[src/rtl/item_pkg.sv]
// Item record definitions
package item_pkg;

    typedef logic [3:0] item_idx_t;

    typedef enum logic [1:0] {
        STONE,
        GOLD,
        DIAMOND
    } item_kind_e;

    typedef struct packed {
        logic [8:0] pos_x;
        logic [7:0] pos_y;
        item_kind_e kind;
        logic       visible;
        logic       held;
    } item_rec_t;

    typedef logic [9:0] score_t;

    localparam int ITEM_SLOTS   = 16;
    localparam int ITEM_SIZE    = 16;
    // hit box starts a little above the item
    localparam int HIT_Y_MARGIN = 6;

    localparam score_t SCORE_STONE   = 10'd10;
    localparam score_t SCORE_GOLD    = 10'd20;
    localparam score_t SCORE_DIAMOND = 10'd50;

endpackage

[src/rtl/rope_geom_pkg.sv]
// Rope geometry definitions
package rope_geom_pkg;

    typedef logic [9:0] angle_t;
    typedef logic [9:0] coord_t;
    typedef logic [9:0] length_t;

    typedef struct packed {
        coord_t x;
        coord_t y;
    } tip_t;

    // magnitudes scaled so that 256 is 1.0
    typedef struct packed {
        logic [8:0] sin_mag;
        logic [8:0] cos_mag;
        logic       cos_neg;
    } trig_t;

    localparam coord_t ORIGIN_X = 10'd160;
    localparam coord_t ORIGIN_Y = 10'd45;

    localparam angle_t ANGLE_START = 10'd90;
    localparam angle_t ANGLE_MIN   = 10'd15;
    localparam angle_t ANGLE_MAX   = 10'd165;

    localparam length_t ROPE_MIN  = 10'd20;
    localparam length_t ROPE_STEP = 10'd6;

    localparam coord_t FIELD_X_LO = 10'd2;
    localparam coord_t FIELD_X_HI = 10'd318;
    localparam coord_t FIELD_Y_HI = 10'd238;

    // frame steps per retraction step
    localparam logic [2:0] UP_WAIT_EMPTY = 3'd2;
    localparam logic [2:0] UP_WAIT_HELD  = 3'd5;

endpackage

[src/rtl/frame_tick.sv]
// Frame step pulse generator
`timescale 1ns/1ps

module frame_tick #(
    parameter int FRAME_CYCLES = 833334
) (
    input  logic clock,
    input  logic resetn,
    input  logic run,
    output logic step
);

    logic [$clog2(FRAME_CYCLES)-1:0] count;

    // restarts from zero whenever the rope is stopped
    always_ff @(posedge clock) begin
        if (!resetn || !run) begin
            count <= '0;
            step  <= 1'b0;
        end else if (count == FRAME_CYCLES - 1) begin
            count <= '0;
            step  <= 1'b1;
        end else begin
            count <= count + 1'b1;
            step  <= 1'b0;
        end
    end

endmodule

[src/rtl/gold_miner_rope.sv]
// Claw game rope subsystem top
`timescale 1ns/1ps

module gold_miner_rope #(
    parameter int FRAME_CYCLES = 833334
) (
    input  logic                   clock,
    input  logic                   resetn,
    input  logic                   enable,
    input  logic                   go_key,
    input  logic                   load_we,
    input  item_pkg::item_idx_t    load_index,
    input  item_pkg::item_rec_t    load_item,
    input  logic [4:0]             item_count,
    input  logic                   draw_busy,
    input  item_pkg::item_idx_t    draw_index,
    output item_pkg::item_rec_t    draw_item,
    output rope_geom_pkg::angle_t  angle,
    output rope_geom_pkg::length_t length,
    output rope_geom_pkg::tip_t    tip,
    output item_pkg::score_t       score
);

    logic                step;
    logic                run;
    item_pkg::item_idx_t rope_index;
    logic                rope_we;
    item_pkg::item_rec_t rope_wdata;
    item_pkg::item_rec_t rd_item;
    logic                add_en;
    item_pkg::score_t    add_value;

    frame_tick #(
        .FRAME_CYCLES (FRAME_CYCLES)
    ) u_frame_tick (
        .clock  (clock),
        .resetn (resetn),
        .run    (run),
        .step   (step)
    );

    item_store u_item_store (
        .clock      (clock),
        .load_we    (load_we),
        .load_index (load_index),
        .load_item  (load_item),
        .draw_busy  (draw_busy),
        .draw_index (draw_index),
        .rope_index (rope_index),
        .rope_we    (rope_we),
        .rope_wdata (rope_wdata),
        .rd_item    (rd_item)
    );

    // a level load starts a new score
    score_counter u_score_counter (
        .clock     (clock),
        .resetn    (resetn),
        .clear     (load_we),
        .add_en    (add_en),
        .add_value (add_value),
        .score     (score)
    );

    rope_controller u_rope_controller (
        .clock      (clock),
        .resetn     (resetn),
        .enable     (enable),
        .go_key     (go_key),
        .draw_busy  (draw_busy),
        .step       (step),
        .item_count (item_count),
        .rd_item    (rd_item),
        .run        (run),
        .angle      (angle),
        .length     (length),
        .tip        (tip),
        .rope_index (rope_index),
        .rope_we    (rope_we),
        .rope_wdata (rope_wdata),
        .add_en     (add_en),
        .add_value  (add_value)
    );

    assign draw_item = rd_item;

endmodule

[src/rtl/item_store.sv]
// Item record memory
`timescale 1ns/1ps

module item_store (
    input  logic                clock,
    input  logic                load_we,
    input  item_pkg::item_idx_t load_index,
    input  item_pkg::item_rec_t load_item,
    input  logic                draw_busy,
    input  item_pkg::item_idx_t draw_index,
    input  item_pkg::item_idx_t rope_index,
    input  logic                rope_we,
    input  item_pkg::item_rec_t rope_wdata,
    output item_pkg::item_rec_t rd_item
);

    item_pkg::item_rec_t mem [item_pkg::ITEM_SLOTS];

    item_pkg::item_idx_t addr;
    item_pkg::item_rec_t wdata;
    logic                we;

    // loader first, then renderer, then rope
    always_comb begin
        if (load_we) begin
            addr  = load_index;
            wdata = load_item;
            we    = 1'b1;
        end else if (draw_busy) begin
            addr  = draw_index;
            wdata = rope_wdata;
            we    = 1'b0;
        end else begin
            addr  = rope_index;
            wdata = rope_wdata;
            we    = rope_we;
        end
    end

    always_ff @(posedge clock) begin
        if (we) begin
            mem[addr] <= wdata;
        end
        rd_item <= mem[addr];
    end

endmodule

[src/rtl/rope_controller.sv]
// Rope swing, drop and capture controller
`timescale 1ns/1ps

module rope_controller (
    input  logic                   clock,
    input  logic                   resetn,
    input  logic                   enable,
    input  logic                   go_key,
    input  logic                   draw_busy,
    input  logic                   step,
    input  logic [4:0]             item_count,
    input  item_pkg::item_rec_t    rd_item,
    output logic                   run,
    output rope_geom_pkg::angle_t  angle,
    output rope_geom_pkg::length_t length,
    output rope_geom_pkg::tip_t    tip,
    output item_pkg::item_idx_t    rope_index,
    output logic                   rope_we,
    output item_pkg::item_rec_t    rope_wdata,
    output logic                   add_en,
    output item_pkg::score_t       add_value
);

    typedef enum logic [2:0] {
        STOP,
        SWING,
        DROP,
        SCAN_ADDR,
        SCAN_CHECK,
        RETRACT,
        CARRY_WRITE,
        COLLECT
    } state_e;

    state_e              state;
    logic                dir_up;
    logic                go_prev;
    logic                go_pend;
    logic                step_pend;
    logic                held;
    logic [4:0]          slot_idx;
    logic [2:0]          wait_cnt;
    item_pkg::item_rec_t wrec;

    rope_geom_pkg::trig_t   trig;
    rope_geom_pkg::tip_t    tip_now;
    logic [18:0]            prod_x;
    logic [18:0]            prod_y;
    logic [10:0]            tx;
    logic [10:0]            ty;
    logic [10:0]            px;
    logic [10:0]            py;
    logic                   step_seen;
    logic                   consume;
    logic                   out_of_field;
    logic                   hit;
    logic                   scan_hit;
    logic                   wait_done;
    rope_geom_pkg::length_t len_up;
    rope_geom_pkg::length_t len_dn;

    trig_lut u_trig_lut (
        .angle (angle),
        .trig  (trig)
    );

    // tip position from the current angle and length
    always_comb begin
        prod_x = length * trig.cos_mag;
        prod_y = length * trig.sin_mag;
        if (trig.cos_neg) begin
            tip_now.x = rope_geom_pkg::coord_t'(rope_geom_pkg::ORIGIN_X - prod_x[18:8]);
        end else begin
            tip_now.x = rope_geom_pkg::coord_t'(rope_geom_pkg::ORIGIN_X + prod_x[18:8]);
        end
        tip_now.y = rope_geom_pkg::coord_t'(rope_geom_pkg::ORIGIN_Y + prod_y[18:8]);
    end

    assign out_of_field = (tip_now.x < rope_geom_pkg::FIELD_X_LO)
                       || (tip_now.x >= rope_geom_pkg::FIELD_X_HI)
                       || (tip_now.y >= rope_geom_pkg::FIELD_Y_HI);

    // item box test, margin moved to the tip side to avoid underflow
    assign tx  = {1'b0, tip_now.x};
    assign ty  = {1'b0, tip_now.y};
    assign px  = {2'b0, rd_item.pos_x};
    assign py  = {3'b0, rd_item.pos_y};
    assign hit = rd_item.visible && !rd_item.held
              && (px < tx) && (tx <= px + 11'(item_pkg::ITEM_SIZE))
              && (py < ty + 11'(item_pkg::HIT_Y_MARGIN))
              && (ty <= py + 11'(item_pkg::ITEM_SIZE));

    assign scan_hit = (state == SCAN_CHECK) && !out_of_field && (slot_idx < item_count) && hit;

    // a step seen during draw_busy waits until it falls
    assign step_seen = step || step_pend;
    assign consume   = step_seen && !draw_busy
                    && ((state == SWING) || (state == DROP) || (state == RETRACT));
    assign wait_done = (wait_cnt == (held ? rope_geom_pkg::UP_WAIT_HELD
                                          : rope_geom_pkg::UP_WAIT_EMPTY) - 3'd1);

    assign len_up = length + rope_geom_pkg::ROPE_STEP;
    assign len_dn = (length <= rope_geom_pkg::ROPE_MIN + rope_geom_pkg::ROPE_STEP)
                  ? rope_geom_pkg::ROPE_MIN : length - rope_geom_pkg::ROPE_STEP;

    always_ff @(posedge clock) begin
        if (!resetn) begin
            state     <= STOP;
            angle     <= rope_geom_pkg::ANGLE_START;
            length    <= rope_geom_pkg::ROPE_MIN;
            dir_up    <= 1'b0;
            go_prev   <= 1'b0;
            go_pend   <= 1'b0;
            step_pend <= 1'b0;
            held      <= 1'b0;
            slot_idx  <= '0;
            wait_cnt  <= '0;
        end else begin
            go_prev   <= go_key;
            step_pend <= step_seen && !consume && (state != STOP);
            if (go_key && !go_prev) begin
                go_pend <= 1'b1;
            end
            case (state)
                STOP: begin
                    angle  <= rope_geom_pkg::ANGLE_START;
                    length <= rope_geom_pkg::ROPE_MIN;
                    dir_up <= 1'b0;
                    held   <= 1'b0;
                    if (enable) begin
                        state <= SWING;
                    end
                end
                SWING: begin
                    if (consume) begin
                        if (!enable) begin
                            state   <= STOP;
                            go_pend <= 1'b0;
                        end else if (go_pend) begin
                            state   <= DROP;
                            go_pend <= 1'b0;
                        end else if (dir_up) begin
                            angle <= angle + 10'd1;
                            if (angle >= rope_geom_pkg::ANGLE_MAX - 10'd1) begin
                                dir_up <= 1'b0;
                            end
                        end else begin
                            angle <= angle - 10'd1;
                            if (angle <= rope_geom_pkg::ANGLE_MIN + 10'd1) begin
                                dir_up <= 1'b1;
                            end
                        end
                    end
                end
                DROP: begin
                    if (consume) begin
                        length   <= len_up;
                        slot_idx <= '0;
                        state    <= SCAN_ADDR;
                    end
                end
                // read only while the renderer is idle
                SCAN_ADDR: begin
                    if (!draw_busy) begin
                        state <= SCAN_CHECK;
                    end
                end
                SCAN_CHECK: begin
                    wait_cnt <= '0;
                    if (out_of_field) begin
                        state <= RETRACT;
                    end else if (slot_idx >= item_count) begin
                        state <= DROP;
                    end else if (hit) begin
                        state <= CARRY_WRITE;
                    end else begin
                        slot_idx <= slot_idx + 5'd1;
                        state    <= SCAN_ADDR;
                    end
                end
                RETRACT: begin
                    if (consume && wait_done) begin
                        wait_cnt <= '0;
                        length   <= len_dn;
                        if (held) begin
                            state <= (len_dn == rope_geom_pkg::ROPE_MIN) ? COLLECT : CARRY_WRITE;
                        end else if (len_dn == rope_geom_pkg::ROPE_MIN) begin
                            state <= SWING;
                        end
                    end else if (consume) begin
                        wait_cnt <= wait_cnt + 3'd1;
                    end
                end
                CARRY_WRITE: begin
                    if (!draw_busy) begin
                        held  <= 1'b1;
                        state <= RETRACT;
                    end
                end
                COLLECT: begin
                    if (!draw_busy) begin
                        held  <= 1'b0;
                        state <= SWING;
                    end
                end
                default: state <= STOP;
            endcase
        end
    end

    always_ff @(posedge clock) begin
        tip <= tip_now;
        if (scan_hit) begin
            wrec <= rd_item;
        end
    end

    // first write only marks the record held, later ones follow the tip
    always_comb begin
        rope_wdata      = wrec;
        rope_wdata.held = 1'b1;
        if (held) begin
            rope_wdata.pos_x = 9'(tip_now.x - 10'd4);
            rope_wdata.pos_y = 8'(tip_now.y - 10'd4);
        end
        if (state == COLLECT) begin
            rope_wdata.visible = 1'b0;
            rope_wdata.held    = 1'b0;
        end
    end

    always_comb begin
        case (wrec.kind)
            item_pkg::STONE: add_value = item_pkg::SCORE_STONE;
            item_pkg::GOLD:  add_value = item_pkg::SCORE_GOLD;
            default:         add_value = item_pkg::SCORE_DIAMOND;
        endcase
    end

    assign run        = (state != STOP);
    assign rope_index = slot_idx[3:0];
    assign rope_we    = ((state == CARRY_WRITE) || (state == COLLECT)) && !draw_busy;
    assign add_en     = (state == COLLECT) && !draw_busy;

endmodule

[src/rtl/score_counter.sv]
// Captured item score accumulator
`timescale 1ns/1ps

module score_counter (
    input  logic             clock,
    input  logic             resetn,
    input  logic             clear,
    input  logic             add_en,
    input  item_pkg::score_t add_value,
    output item_pkg::score_t score
);

    // one extra bit to catch overflow
    logic [10:0] sum;

    assign sum = {1'b0, score} + {1'b0, add_value};

    always_ff @(posedge clock) begin
        if (!resetn) begin
            score <= '0;
        end else if (clear) begin
            score <= '0;
        end else if (add_en) begin
            score <= sum[10] ? '1 : sum[9:0];
        end
    end

endmodule

[src/rtl/trig_lut.sv]
// Sine and cosine table
`timescale 1ns/1ps

module trig_lut (
    input  rope_geom_pkg::angle_t angle,
    output rope_geom_pkg::trig_t  trig
);

    // round(256 * sin(d)) for d = 0 to 90
    localparam logic [8:0] SIN_TAB [0:90] = '{
        9'd0,   9'd4,   9'd9,   9'd13,  9'd18,  9'd22,  9'd27,  9'd31,  9'd36,  9'd40,
        9'd44,  9'd49,  9'd53,  9'd58,  9'd62,  9'd66,  9'd71,  9'd75,  9'd79,  9'd83,
        9'd88,  9'd92,  9'd96,  9'd100, 9'd104, 9'd108, 9'd112, 9'd116, 9'd120, 9'd124,
        9'd128, 9'd132, 9'd136, 9'd139, 9'd143, 9'd147, 9'd150, 9'd154, 9'd158, 9'd161,
        9'd165, 9'd168, 9'd171, 9'd175, 9'd178, 9'd181, 9'd184, 9'd187, 9'd190, 9'd193,
        9'd196, 9'd199, 9'd202, 9'd204, 9'd207, 9'd210, 9'd212, 9'd215, 9'd217, 9'd219,
        9'd222, 9'd224, 9'd226, 9'd228, 9'd230, 9'd232, 9'd234, 9'd236, 9'd237, 9'd239,
        9'd241, 9'd242, 9'd243, 9'd245, 9'd246, 9'd247, 9'd248, 9'd249, 9'd250, 9'd251,
        9'd252, 9'd253, 9'd254, 9'd254, 9'd255, 9'd255, 9'd255, 9'd256, 9'd256, 9'd256,
        9'd256
    };

    // angle folded into the first quadrant
    logic [6:0] fold;

    always_comb begin
        if (angle <= 10'd90) begin
            fold = angle[6:0];
        end else if (angle <= 10'd180) begin
            fold = 7'(10'd180 - angle);
        end else begin
            fold = 7'd0;
        end
        trig.sin_mag = SIN_TAB[fold];
        // cos(d) = sin(90 - d)
        trig.cos_mag = SIN_TAB[7'd90 - fold];
        trig.cos_neg = (angle > 10'd90);
    end

endmodule

[config.mk]
export PLATFORM = sky130hd
export DESIGN_NAME = gold_miner_rope
export DESIGN_NICKNAME = d
export VERILOG_FILES = /design/src/rtl/item_pkg.sv /design/src/rtl/rope_geom_pkg.sv /design/src/rtl/frame_tick.sv /design/src/rtl/gold_miner_rope.sv /design/src/rtl/item_store.sv /design/src/rtl/rope_controller.sv /design/src/rtl/score_counter.sv /design/src/rtl/trig_lut.sv
export SDC_FILE = /design/constraint.sdc
export NUM_CORES = 1
export LEC_CHECK = 0
export ABC_AREA = 1
export ABC_CLOCK_PERIOD_IN_PS = 11300
export BUFFER_PORTS_ARGS = -buffer_cell sky130_fd_sc_hd__buf_2
export CAP_MARGIN = 20
export CORE_UTILIZATION = 35
export CTS_CLUSTER_DIAMETER = 120
export DETAILED_ROUTE_END_ITERATION = 10
export PLACE_DENSITY = 0.5
export RECOVER_POWER = 100
export SYNTH_ARGS = -nofsm -noshare
export SYNTH_HDL_FRONTEND = slang
export SYNTH_SLANG_ARGS = --single-unit
[constraint.sdc]
create_clock -name clock -period 11.3 [get_ports clock]
set_clock_uncertainty 0.05 [all_clocks]
set_input_delay 0 -clock clock [delete_from_list [all_inputs] [get_ports clock]]
set_output_delay 0 -clock clock [all_outputs]
set_load 0.05 [all_outputs]
==> results.yml <==
worst_setup_path:
  crit_type: "reg -> reg"
  reg2reg_from: "u_rope_controller.angle[0]"
  critPathBufInv: 11
  r2r_end: "u_rope_controller.rope_wdata[2]"
  rr_worst_depth: 53
  cp.depth: 53
  critPathMaxStageDelay_ns: 0.54
  start_kind: "flip-flop"
  required_ns: 11.54
  critical_path.endpoint_type: "flip-flop"
  endpoint: "u_rope_controller.rope_wdata[2]"
  critPathTopFamily: "adder cells"
  cp_data_arrival_time_ns: 10.78
  slowest_stage: "fa_1"
  timing.reg2reg.setup_slack_ns: 0.77
  crit_start: "u_rope_controller.angle[0]"
  critPathMaxFanout: 13
final_layout:
  nets: 3395
  fillers: 7835
  final_util_pct: 39.9
  synthToLayoutAreaGrowth_pct: 12.6
  drive_gt1_share_pct: 10.3
  num_antenna_cells: 0
timing:
  finalCritPeriodShare_pct: 93.2
  hold_viol: 0
  tns_ns: 0
  setup_viol: 0
  maxSlewHeadroom_pct: -167
  tightest_slew_ns: 4.01
  max_freq_ghz: 0.0949
  slew_viol_final: 191
  period_minus_slack_ns: 10.53
yosys:
  syn_nets: 3245
  ys_top_cells_by_count: "nand2_1 (469), inv_1 (360), edfxtp_1 (356)"
  synth_top_cell_by_area: "edfxtp_1"
  yosysWarnings: 0
  syn_area_sq_um: 28100
  ys_seq_elements: 464
  postSynthCellCount: 2934
  netlist_top_cells_area: "edfxtp_1 (38%), fa_1 (8.0%), dfxtp_1 (7.7%)"
  synth_ff_type: "edfxtp_1"
  synthArstFlopShare_pct: 0
  ys_seq_area_share_pct: 45.8
  yosysUniqueCellTypes: 68
  synth_top_area_share_pct: 38.1
  yosysMostFrequentCell: "nand2_1"
  avgSynthCellArea_sq_um: 9.57
  synth_edf_count: 356
cts:
  cts_buffer_depth: 3
  path_clk_slew_ns: 0.06
  insertion_delay_ns: 0.59
  cts-buffers-inserted: 48
  tritoncts: "done"
  cts-root-buf: "clkbuf_16"
  cts_max_level: 2
  cts_sinks: 464
power_and_ir_drop:
  peakVddDrop_mv: 0.403
  power_density_nw_per_um2: 295
  leakage_nw: 12.8
die:
  design.core.area_sq_um: 79300
  ioPinCount: 111
  initial_utilization_pct: 35.4
  die_h_um: 285
  dieArea_sq_um: 81400
  num_rows: 103
  die_x_um: 285
global_routing:
  antenna_found_initial: 2
  grt_use_total_pct: 20.8
  grt_max_degree: 70
  grt_pass1_wl_um: 131000
  grt-ovfl-total: 0
  first_global_vias: 22100
routing:
  drc: 0
  wire_per_inst_um: 20.5
  first_iter_violations: 1594
  drtAntennaViolNets: 0
  dr.pass1.iters: 7
  drt_wl_total_um: 85300
  vias: 21800
  via_per_inst: 5.23
placement:
  hpwl_um: 61100
  place.gp.congestion: 0.901
  numPortBuffers: 110
run:
  maxCapViolCount: 6
min_path:
  hold_class: "in -> reg"
run_status:
  violations: "max-capacitance violations, max-slew violations"
  status: "finished with violations"
## state kept, by name (all words and copies together) (netlist names), 5 cells and up
register,flops
u_item_store.mem,336
u_item_store.rd_item,21
u_frame_tick.count,20
u_rope_controller.tip,20
u_rope_controller.wrec,18
u_rope_controller.angle,10
u_rope_controller.length,10
u_score_counter.score,10
u_rope_controller.slot_idx,5
## cell families after synthesis
kind of cell / share of synthesized area, %
xor+xnor: 1.79
compound gates: 13.1
flops: 45.8
simple gates: 17.3
buf+inv: 6.99
fa+ha+maj: 15.1
## how the worst min path moves through the flow
stage / startpoint / end / slack [ns] / cells past startpoint
2_1_floorplan: go_key / u_rope_controller.go_prev / 0.05 / 2
3_3_place_gp: go_key / u_rope_controller.go_prev / 0.26 / 3
3_5_place_dp: go_key / u_rope_controller.go_prev / 0.26 / 3
4_1_cts: load_item[5] / u_item_store.mem[4][5] / 0.01 / 3
5_1_grt: load_item[19] / u_item_store.mem[9][19] / 0.21 / 3
6_report: load_item[19] / u_item_store.mem[9][19] / 0.12 / 3
## power by group
part	switching [mW]	leakage, nW	internal (mW)
Clock	0.668	0.732	0.877
Combinational	3.93	7.91	1.86
Sequential	0.0710	4.11	1.93
Total	4.67	12.8	4.67
## worst reg2reg max path, delay by kind of cell, from the launching register on
family | cells | cell delay [ns]
adders and majority gates | 10 | 3.79
and+or+nand+nor | 23 | 3.10
buffers and inverters | 11 | 1.47
AOI/OAI and AO/OA | 7 | 0.95
xor gates and xnor gates | 2 | 0.49
DFF | 1 | 0.45
## repair_timing
action / CTS / global route
buffers inserted: 0 / 4
gates resized for setup: 0 / 18
endpoints found under the setup margin: 0 / 27
endpoints found under the hold margin: 253 / 16
hold buffers: 21 / 1
## metal layers
layer,up-vias,track usage (%),wire [um]
met2,587,36.6,42600
met5,-,0,0
li1,10300,-,-
met1,10700,26.2,36300
met4,0,6.11,2190
met3,138,3.01,4220
## metrics by stage
| step | total power [mW] | instance area (sq um) | hold slack (ns) | cells | worst slack, ns |
|---|---|---|---|---|---|
| final | 9.35 | 31600 | 0.123 | 4170 | 0.766 |
| after global routing | 10.3 | 31600 | 0.209 | 4170 | -0.0309 |
| after CTS | 9.36 | 31700 | 0.0107 | 4163 | 0.207 |
| after detailed placement | 7.77 | 30000 | 0.260 | 4056 | 0.235 |
| after global placement | 7.72 | 30000 | 0.261 | 4056 | 0.530 |
| after floorplan | 6.27 | 28100 | 0.0476 | 2934 | 0.391 |
## layout by cell type, fill, tap and decap left out, types with 11 or more instances in the layout
cell,Yosys,layout
nand2_1,469,470
inv_1,360,361
edfxtp_1,356,356
nor2_1,259,257
a21oi_1,210,209
a22oi_1,168,168
ha_1,159,156
nand3_1,128,128
o21ai_0,119,119
fa_1,112,112
dfxtp_1,108,108
clkbuf_1,72,106
nand2_2,58,56
clkbuf_16,0,48
buf_4,2,41
buf_2,3,39
xor2_1,32,31
nor3_1,24,23
dlygate4sd3_1,0,22
inv_2,22,21
or4_1,21,21
nand2_4,16,17
nand4_1,16,16
nand3_2,16,15
xnor2_1,15,15
a211oi_1,13,13
o211ai_1,11,11
## cell type report
class	count	area, sq um	share of cell area [%]
flip-flops and latches	464	12900	40.6
well taps	1050	1310	4.15
repair inverters	1	5.00	0.0158
repair buffers	197	1080	3.41
clock inverters	20	191	0.605
multi-input cells	1979	13400	42.3
clock buffers	66	1340	4.23
inverters	393	1480	4.69
Note: power is estimated with default switching activity, not from simulation.
